<file path="config.mk">
export PLATFORM = sky130hd
export DESIGN_NAME = store_mcu
export DESIGN_NICKNAME = d
export VERILOG_FILES = /design/src/mcu_pkg.sv /design/src/rd_pipe_if.sv /design/src/emul_calc.sv /design/src/store_write_fsm.sv /design/src/store_read_fsm.sv /design/src/sdbuff_read_pipe.sv /design/src/store_mcu.sv
export SDC_FILE = /design/constraint.sdc
export NUM_CORES = 1
export LEC_CHECK = 0
export ABC_AREA = 0
export BUFFER_PORTS_ARGS = -buffer_cell sky130_fd_sc_hd__buf_4
export CORE_UTILIZATION = 56
export CTS_CLUSTER_SIZE = 28
export DETAILED_ROUTE_END_ITERATION = 10
export GPL_ROUTABILITY_DRIVEN = 0
export PLACE_DENSITY = 0.84
export SETUP_SLACK_MARGIN = 0.15
export SLEW_MARGIN = 20
export SYNTH_ARGS = -nofsm -noshare
export SYNTH_HDL_FRONTEND = slang
export SYNTH_SLANG_ARGS = --single-unit
</file>
<file path="constraint.sdc">
create_clock -name clk -period 3.7 [get_ports clk]
set_input_delay 0.555 -clock clk [delete_from_list [all_inputs] [get_ports clk]]
set_output_delay 0.555 -clock clk [all_outputs]
set_load 0.02 [all_outputs]
</file>
<file path="src/mcu_pkg.sv">
/*
  Store MCU package: width and group-multiplier codes, store modes,
  pipeline depth and the EMUL lookup table
*/
package mcu_pkg;

  // Element or memory data width, codes 0..3 mean 8, 16, 32, 64 bits
  typedef logic [2:0] width_code_t;
  // Group multiplier, codes 0..3 mean 1..8, codes 5..7 mean 1/8..1/2
  typedef logic [2:0] lmul_code_t;

  typedef enum logic {
    STORE_UNIT,
    STORE_STRIDED
  } store_mode_t;

  localparam int EMUL_ADDR_W  = 7;
  localparam int RVALID_DEPTH = 3;

  ////////////////////////////////////////////////////////////////////////////
  // EMUL table
  ////////////////////////////////////////////////////////////////////////////

  // Entry layout is {illegal, emul_code}, indexed by {dw[1:0], lmul, sew[1:0]}
  function automatic logic [3:0] emul_entry(input logic [EMUL_ADDR_W-1:0] idx);
    logic [1:0] sew;
    logic [2:0] lmul;
    logic [1:0] dw;
    int         lmul_log;
    int         emul_log;
    sew  = idx[1:0];
    lmul = idx[4:2];
    dw   = idx[6:5];
    lmul_log = (lmul[2]) ? int'(lmul) - 8 : int'(lmul);
    emul_log = lmul_log + int'(dw) - int'(sew);
    if (sew == 2'd3 || dw == 2'd3 || lmul == 3'd4 || emul_log > 3 || emul_log < -3) begin
      return 4'b1000;
    end
    // Fractional results wrap into codes 5..7
    return {1'b0, 3'(emul_log)};
  endfunction

  function automatic logic [0:127][3:0] build_emul_table();
    logic [0:127][3:0] tbl;
    for (int i = 0; i < 128; i++) begin
      tbl[i] = emul_entry(EMUL_ADDR_W'(i));
    end
    return tbl;
  endfunction

  localparam logic [0:127][3:0] EMUL_TABLE = build_emul_table();

endpackage : mcu_pkg

</file>
<file path="src/rd_pipe_if.sv">
/*
  Link between the store read sequencer and the read-valid pipeline
*/
`timescale 1ns/1ps

interface rd_pipe_if;

  // Sequencer side
  logic rvalid;
  logic stall;
  logic invalidate;
  // Pipeline side
  logic tvalid;
  logic empty;

  modport seq (
    output rvalid, stall, invalidate,
    input  tvalid, empty
  );

  modport pipe (
    input  rvalid, stall, invalidate,
    output tvalid, empty
  );

endinterface : rd_pipe_if

</file>
<file path="src/emul_calc.sv">
/*
  EMUL lookup for a store request, flags illegal width and multiplier pairs
*/
`timescale 1ns/1ps

module emul_calc (
  input  mcu_pkg::width_code_t sew_i,
  input  mcu_pkg::lmul_code_t  lmul_i,
  input  mcu_pkg::width_code_t data_width_i,
  output mcu_pkg::lmul_code_t  emul_o,
  output logic                 illegal_o
);

  import mcu_pkg::*;

  logic [EMUL_ADDR_W-1:0] emul_addr;
  logic [3:0]             emul_entry_w;

  // Upper width bits never select a legal entry, only the low two are used
  assign emul_addr    = {data_width_i[1:0], lmul_i, sew_i[1:0]};
  assign emul_entry_w = EMUL_TABLE[emul_addr];

  // A wide code sneaking past the index still makes the request illegal
  assign emul_o    = emul_entry_w[2:0];
  assign illegal_o = emul_entry_w[3] | sew_i[2] | data_width_i[2];

endmodule : emul_calc

</file>
<file path="src/store_write_fsm.sv">
/*
  Store write sequencer: accepts the configuration from the scheduler
  and moves lane data into the store buffer
*/
`timescale 1ns/1ps

module store_write_fsm (
  input  logic                 clk,
  input  logic                 rstn,
  input  logic                 st_vld_i,
  input  logic                 unit_i,
  input  logic                 strided_i,
  input  mcu_pkg::width_code_t sew_i,
  input  mcu_pkg::width_code_t data_width_i,
  input  mcu_pkg::lmul_code_t  lmul_i,
  output logic                 st_rdy_o,
  output logic                 cfg_update_o,
  output logic                 cntr_rst_o,
  output logic                 baseaddr_set_o,
  output logic                 vlane_store_rdy_o,
  output logic                 sbuff_wen_o,
  output logic                 cfg_illegal_o,
  output mcu_pkg::width_code_t cfg_data_sew_o,
  output mcu_pkg::lmul_code_t  cfg_data_lmul_o,
  input  logic                 vlane_store_dvalid_i,
  input  logic                 sdbuff_write_done_i,
  input  logic                 rd_done_i,
  output logic                 rd_start_o,
  output mcu_pkg::store_mode_t mode_o
);

  import mcu_pkg::*;

  typedef enum logic [1:0] {IDLE, BUFFED, WRITE, WAIT} state_t;

  state_t      state_q, state_d;
  lmul_code_t  emul;
  logic        emul_illegal;
  logic        accept;
  store_mode_t req_mode;

  emul_calc i_emul_calc (
    .sew_i        (sew_i),
    .lmul_i       (lmul_i),
    .data_width_i (data_width_i),
    .emul_o       (emul),
    .illegal_o    (emul_illegal)
  );

  // Unit is the fallback when neither mode bit is set
  assign req_mode = (strided_i && !unit_i) ? STORE_STRIDED : STORE_UNIT;
  assign accept   = (state_q == IDLE) && st_vld_i;

  ////////////////////////////////////////////////////////////////////////////
  // Configuration capture
  ////////////////////////////////////////////////////////////////////////////

  always_ff @(posedge clk or negedge rstn) begin
    if (!rstn) begin
      mode_o          <= STORE_UNIT;
      cfg_data_sew_o  <= '0;
      cfg_data_lmul_o <= '0;
      cfg_illegal_o   <= 1'b0;
    end else if (accept) begin
      mode_o          <= req_mode;
      cfg_data_sew_o  <= data_width_i;
      cfg_data_lmul_o <= emul;
      cfg_illegal_o   <= emul_illegal;
    end
  end

  always_ff @(posedge clk or negedge rstn) begin
    if (!rstn) begin
      state_q <= IDLE;
    end else begin
      state_q <= state_d;
    end
  end

  always_comb begin
    state_d           = state_q;
    st_rdy_o          = 1'b0;
    baseaddr_set_o    = 1'b0;
    cfg_update_o      = 1'b0;
    cntr_rst_o        = 1'b0;
    rd_start_o        = 1'b0;
    vlane_store_rdy_o = 1'b0;
    sbuff_wen_o       = 1'b0;
    case (state_q)
      IDLE: begin
        st_rdy_o       = 1'b1;
        baseaddr_set_o = st_vld_i;
        if (st_vld_i) begin
          state_d = BUFFED;
        end
      end
      // Configuration is stable now, let the buffer array latch it
      BUFFED: begin
        cfg_update_o = 1'b1;
        cntr_rst_o   = 1'b1;
        rd_start_o   = 1'b1;
        state_d      = WRITE;
      end
      WRITE: begin
        vlane_store_rdy_o = 1'b1;
        sbuff_wen_o       = vlane_store_dvalid_i;
        if (vlane_store_dvalid_i && sdbuff_write_done_i) begin
          state_d = WAIT;
        end
      end
      WAIT: begin
        if (rd_done_i) begin
          state_d = IDLE;
        end
      end
      default: state_d = IDLE;
    endcase
  end

  // No new read sequence may start while the scheduler sees us as free
  assert property (@(posedge clk) disable iff (!rstn) !(rd_start_o && st_rdy_o));

endmodule : store_write_fsm

</file>
<file path="src/store_read_fsm.sv">
/*
  Store read sequencer: drains the store buffer to the AXI write master
  in unit or strided mode and raises the write-start pulse
*/
`timescale 1ns/1ps

module store_read_fsm (
  input  logic                 clk,
  input  logic                 rstn,
  input  logic                 rd_start_i,
  input  mcu_pkg::store_mode_t mode_i,
  output logic                 rd_done_o,
  input  logic                 sdbuff_read_rdy_i,
  input  logic                 sdbuff_read_done_i,
  input  logic                 wr_tready_i,
  input  logic                 ctrl_wdone_i,
  output logic                 sdbuff_ren_o,
  output logic                 baseaddr_update_o,
  output logic                 ctrl_wstart_o,
  rd_pipe_if.seq               p
);

  import mcu_pkg::*;

  typedef enum logic [1:0] {IDLE, UNIT, STRIDED, STRIDED_WAIT} state_t;

  state_t state_q, state_d;
  logic   wstart;
  logic   wstart_q;
  logic   back_pressure;

  assign back_pressure = p.tvalid && !wr_tready_i;

  always_ff @(posedge clk or negedge rstn) begin
    if (!rstn) begin
      state_q  <= IDLE;
      wstart_q <= 1'b0;
    end else begin
      state_q  <= state_d;
      wstart_q <= wstart;
    end
  end

  // Rising edge of the sending level
  assign ctrl_wstart_o = wstart && !wstart_q;

  ////////////////////////////////////////////////////////////////////////////
  // Next state and buffer read control
  ////////////////////////////////////////////////////////////////////////////

  always_comb begin
    state_d           = state_q;
    rd_done_o         = 1'b0;
    wstart            = 1'b0;
    sdbuff_ren_o      = 1'b0;
    baseaddr_update_o = 1'b0;
    p.rvalid          = 1'b0;
    p.stall           = 1'b0;
    p.invalidate      = 1'b0;
    case (state_q)
      IDLE: begin
        if (rd_start_i) begin
          state_d = (mode_i == STORE_STRIDED) ? STRIDED : UNIT;
        end
      end
      UNIT, STRIDED: begin
        wstart = 1'b1;
        if (sdbuff_read_rdy_i) begin
          // Stop fetching once the last word is out
          p.rvalid     = !sdbuff_read_done_i;
          sdbuff_ren_o = !sdbuff_read_done_i;
          if (back_pressure) begin
            p.stall      = 1'b1;
            sdbuff_ren_o = 1'b0;
          end
        end else begin
          // Buffer not ready, freeze and hide the valid
          p.stall      = 1'b1;
          p.invalidate = 1'b1;
        end
        if (state_q == UNIT) begin
          if (ctrl_wdone_i) begin
            state_d   = IDLE;
            rd_done_o = 1'b1;
          end
        end else if (sdbuff_read_rdy_i && p.tvalid && wr_tready_i) begin
          state_d = STRIDED_WAIT;
        end
      end
      // One element in flight, hold the line and hide the next word
      STRIDED_WAIT: begin
        p.stall      = 1'b1;
        p.invalidate = 1'b1;
        if (ctrl_wdone_i) begin
          if (p.empty) begin
            state_d   = IDLE;
            rd_done_o = 1'b1;
          end else begin
            baseaddr_update_o = 1'b1;
            state_d           = STRIDED;
          end
        end
      end
      default: state_d = IDLE;
    endcase
  end

  // The buffer must not advance while the master holds a beat
  assert property (@(posedge clk) disable iff (!rstn) back_pressure |-> !sdbuff_ren_o);

endmodule : store_read_fsm

</file>
<file path="src/sdbuff_read_pipe.sv">
/*
  Read-valid delay line of the store buffer, gates the AXI write valid
*/
`timescale 1ns/1ps

module sdbuff_read_pipe (
  input  logic     clk,
  input  logic     rstn,
  rd_pipe_if.pipe  p
);

  import mcu_pkg::*;

  logic [RVALID_DEPTH-1:0] rvalid_q;

  // Shift freezes while stalled
  always_ff @(posedge clk or negedge rstn) begin
    if (!rstn) begin
      rvalid_q <= '0;
    end else if (!p.stall) begin
      rvalid_q <= {rvalid_q[RVALID_DEPTH-2:0], p.rvalid};
    end
  end

  // Buffer data is out two cycles after the read
  assign p.tvalid = rvalid_q[1] && !p.invalidate;
  assign p.empty  = (rvalid_q == '0);

endmodule : sdbuff_read_pipe

</file>
<file path="src/store_mcu.sv">
/*
  Store side of the vector memory control unit, links both sequencers
  and the read-valid pipeline
*/
`timescale 1ns/1ps

module store_mcu (
  input  logic                 clk,
  input  logic                 rstn,
  // Scheduler
  input  logic                 st_vld_i,
  output logic                 st_rdy_o,
  input  logic                 unit_i,
  input  logic                 strided_i,
  input  mcu_pkg::width_code_t sew_i,
  input  mcu_pkg::lmul_code_t  lmul_i,
  input  mcu_pkg::width_code_t data_width_i,
  // Buffer array
  output logic                 cfg_update_o,
  output logic                 cntr_rst_o,
  output logic                 baseaddr_set_o,
  output logic                 baseaddr_update_o,
  output logic                 cfg_illegal_o,
  output mcu_pkg::width_code_t cfg_data_sew_o,
  output mcu_pkg::lmul_code_t  cfg_data_lmul_o,
  output logic                 sbuff_wen_o,
  output logic                 sdbuff_ren_o,
  input  logic                 sdbuff_write_done_i,
  input  logic                 sdbuff_read_rdy_i,
  input  logic                 sdbuff_read_done_i,
  // Vector lanes
  input  logic                 vlane_store_dvalid_i,
  output logic                 vlane_store_rdy_o,
  // AXI write master
  output logic                 ctrl_wstart_o,
  input  logic                 ctrl_wdone_i,
  output logic                 wr_tvalid_o,
  input  logic                 wr_tready_i
);

  logic                 rd_start;
  logic                 rd_done;
  mcu_pkg::store_mode_t mode;

  rd_pipe_if i_rd_pipe_if ();

  store_write_fsm i_store_write_fsm (
    .clk                  (clk),
    .rstn                 (rstn),
    .st_vld_i             (st_vld_i),
    .unit_i               (unit_i),
    .strided_i            (strided_i),
    .sew_i                (sew_i),
    .data_width_i         (data_width_i),
    .lmul_i               (lmul_i),
    .st_rdy_o             (st_rdy_o),
    .cfg_update_o         (cfg_update_o),
    .cntr_rst_o           (cntr_rst_o),
    .baseaddr_set_o       (baseaddr_set_o),
    .vlane_store_rdy_o    (vlane_store_rdy_o),
    .sbuff_wen_o          (sbuff_wen_o),
    .cfg_illegal_o        (cfg_illegal_o),
    .cfg_data_sew_o       (cfg_data_sew_o),
    .cfg_data_lmul_o      (cfg_data_lmul_o),
    .vlane_store_dvalid_i (vlane_store_dvalid_i),
    .sdbuff_write_done_i  (sdbuff_write_done_i),
    .rd_done_i            (rd_done),
    .rd_start_o           (rd_start),
    .mode_o               (mode)
  );

  store_read_fsm i_store_read_fsm (
    .clk                (clk),
    .rstn               (rstn),
    .rd_start_i         (rd_start),
    .mode_i             (mode),
    .rd_done_o          (rd_done),
    .sdbuff_read_rdy_i  (sdbuff_read_rdy_i),
    .sdbuff_read_done_i (sdbuff_read_done_i),
    .wr_tready_i        (wr_tready_i),
    .ctrl_wdone_i       (ctrl_wdone_i),
    .sdbuff_ren_o       (sdbuff_ren_o),
    .baseaddr_update_o  (baseaddr_update_o),
    .ctrl_wstart_o      (ctrl_wstart_o),
    .p                  (i_rd_pipe_if.seq)
  );

  sdbuff_read_pipe i_sdbuff_read_pipe (
    .clk  (clk),
    .rstn (rstn),
    .p    (i_rd_pipe_if.pipe)
  );

  assign wr_tvalid_o = i_rd_pipe_if.tvalid;

endmodule : store_mcu

</file>
==> reports/qor.txt <==
post_cts resized: 0
die height: 51.3 µm
fin area: 1660 µm²
layout cells sized above 1: 25.7%
Setup TNS Final: 0 ns
CP arrival: 1.79 ns
# hold bufs at CTS: 0
vias in the first global route: 1037
die width: 51.3 µm
Final Hold Fails: 0
Netlist Area Pre-Place: 1360 µm²
initial antenna violation count: 0
total gr overflow: 0
Max Cap Violations: 0
final wirelength: 2950 µm
CP peak stage delay: 0.40 ns
clk_skew: 0.00589 ns
clk root buf: clkbuf_4
Core ar.: 2250 µm²
Max VDD drop: 0.392 mV
Mapped Cells: 158
fin nets: 227
commonest register cell after synthesis: dfrtp_1
Post-synth EDFFs: 0
Slew HR: 73.7%
crit path max-delay cell type: dfrtp_1
Final Critical Period: 2.34 ns
largest net degree at the start of global routing: 21
first-pass GRT wire length: 4640 µm
Post-Place Setup Slack: 1.67 ns
final number of setup-violating endpoints: 0
wire per inst: 13.5 µm
Initial Util: 60.3%
min-delay worst type: in2async
top post-synthesis cells by area: dfrtp_1 (29%), ha_1 (14%), nand2_1 (5.2%)
clk buf depth: 2
unrepaired setup endpoints after global routing: no
Worst Path Max Fanout: 7
post-synth top area share: 29.5%
Post-synth top cells: nand2_1 (19), dfrtp_1 (16), ha_1 (15)
Die ar.: 2630 µm²
Synth-to-Final Area Change: 22.5%
Critical path buffers and inverters: 2
Pleak: 0.000833 µW
dpl cell area: 1630 µm²
critical path's top delay family: compound AO/OA/AOI/OAI gates
vias per cell: 5.68
Synth cell types: 50
fill count: 180
Critical Path Sink Type: primary output
most frequent cell after synthesis: nand2_1
dominant cell type by area after synthesis: dfrtp_1
crit-path cells: inv_1 -> ha_1 -> a21oi_1 -> o21ai_0 -> o21a_1 -> buf_4
period utilization: 63.3%
Clock transition at path regs: 0.09 ns
CTS tree: yes
TritonCTS Sinks: 16
power per standard cell area: 664 nW/µm²
n_diodes: 0
Fmax: 427 MHz
antenna-violating nets left: 0
DRC violations left: 0
vias: 1244
total setup buffers inserted after CTS: 0
Crit Path Class: reg2out
DRT Pass-1 Iters: 5
Required @ worst endpoint: 3.14 ns
syn_area_per_cell: 8.60 µm²
# port buffers: 36
HPWL Detailed: 2340 µm
Slew @ Worst Pin: 0.385 ns
Rows: 17
Worst setup SP type: flop
DRT iter0 DRCs: 43
clock latency on the worst-skew pair: 0.28 ns
Yosys warnings: 0
H-tree depth: 1
Final WS setup: 1.36 ns
Total GRT Usage: 23.5%
register bit count reported by yosys: 16
status: finished clean
final slew viol count: 0
syn nets: 193
post-synthesis sequential area ratio: 29.5%
IO Count: 37
fraction of registers with async set/reset: 100%
Final Util: 73.8%
CTS buffer count: 3
placed cells by master (no fill, tap or decap), types with 2 or more instances in the layout:
cell type and instances:
buf_4 36, nand2_1 19, dfrtp_1 16, ha_1 15
inv_1 13, o21ai_0 10, nor2_1 9, a21oi_1 6
nor2b_1 6, mux2i_1 4, mux2_2 4, o31a_1 3
nor3_1 3, nand2b_1 3, clkbuf_4 3, inv_2 2
a211oi_1 2, o31ai_1 2, a41oi_1 2, nand3b_1 2
a31oi_1 2
worst paths after layout:
check	end	slack [ns]	start	cells after the start
setup reg to reg	i_store_write_fsm.state_q[1]	1.82	i_store_read_fsm.state_q[0]	5
setup / recovery	sdbuff_ren_o	1.36	i_store_read_fsm.state_q[1]	6
min in group clk	i_store_write_fsm.cfg_data_sew_o[2]	0.47	data_width_i[2]	3
hold / removal	i_store_write_fsm.cfg_data_sew_o[0]	0.11	rstn	1
hold reg to reg	i_store_write_fsm.cfg_data_sew_o[2]	0.48	i_store_write_fsm.cfg_data_sew_o[2]	2
max in group asynchronous	i_sdbuff_read_pipe.rvalid_q[1]	3.41	rstn	1
sequential cells by signal (all words and copies together), names as in the netlist:
register                           count
i_sdbuff_read_pipe.rvalid_q            3
i_store_write_fsm.cfg_data_sew_o       3
i_store_write_fsm.state_q              2
i_store_write_fsm.mode_o               1
i_store_read_fsm.state_q               2
i_store_read_fsm.wstart_q              1
i_store_write_fsm.cfg_illegal_o        1
i_store_write_fsm.cfg_data_lmul_o      3
cells by family (layout without fill, tap and decap cells):
kind of cell	after synthesis	count (layout)	share of synthesized area [%]
adder cells (fa/ha/maj)	15	15	13.8
AND/OR/NAND/NOR	51	51	18.8
flip-flops	16	16	29.5
AO/OA/AOI/OAI	44	44	23.4
XOR/XNOR	1	1	0.645
buffers and inverters	22	55	6.81
multiplexers	9	9	7.09
cell type report:
cell class              count  area [µm²]  area share (%)
flip-flops and latches     16         400            24.1
repair buffers             36         270            16.2
multi-input cells         120         866            52.0
well taps                  28        35.0            2.11
inverters                  15        56.3            3.38
clock buffers               4        36.3            2.18
per-stage QoR:
| step | total power (µW) | hold WS, ns | instances |
|---|---|---|---|
| 2_1_floorplan | 777 | 0.259 | 158 |
| 3_3_place_gp | 966 | 0.418 | 215 |
| 3_5_place_dp | 998 | 0.421 | 215 |
| 4_1_cts | 1110 | 0.111 | 219 |
| 5_1_grt | 1190 | 0.111 | 219 |
| 6_report | 1100 | 0.108 | 219 |
metal layers:
layer  wire [µm]  global-route usage, %  part of all wire, %
met2        1450                   43.2                   49
met1        1370                   29.1                   47
met5           0                      0                    0
met4          30                   5.41                  1.0
met3          91                   2.68                  3.1
power by group:
part	switching, µW	internal, µW	leakage (µW)	total [µW]
combinational	376	307	0.000615	683
sequential	50.8	258	0.000197	309
clock	52.5	59.9	0.0000210	112
(Power assumes the default switching activity.)
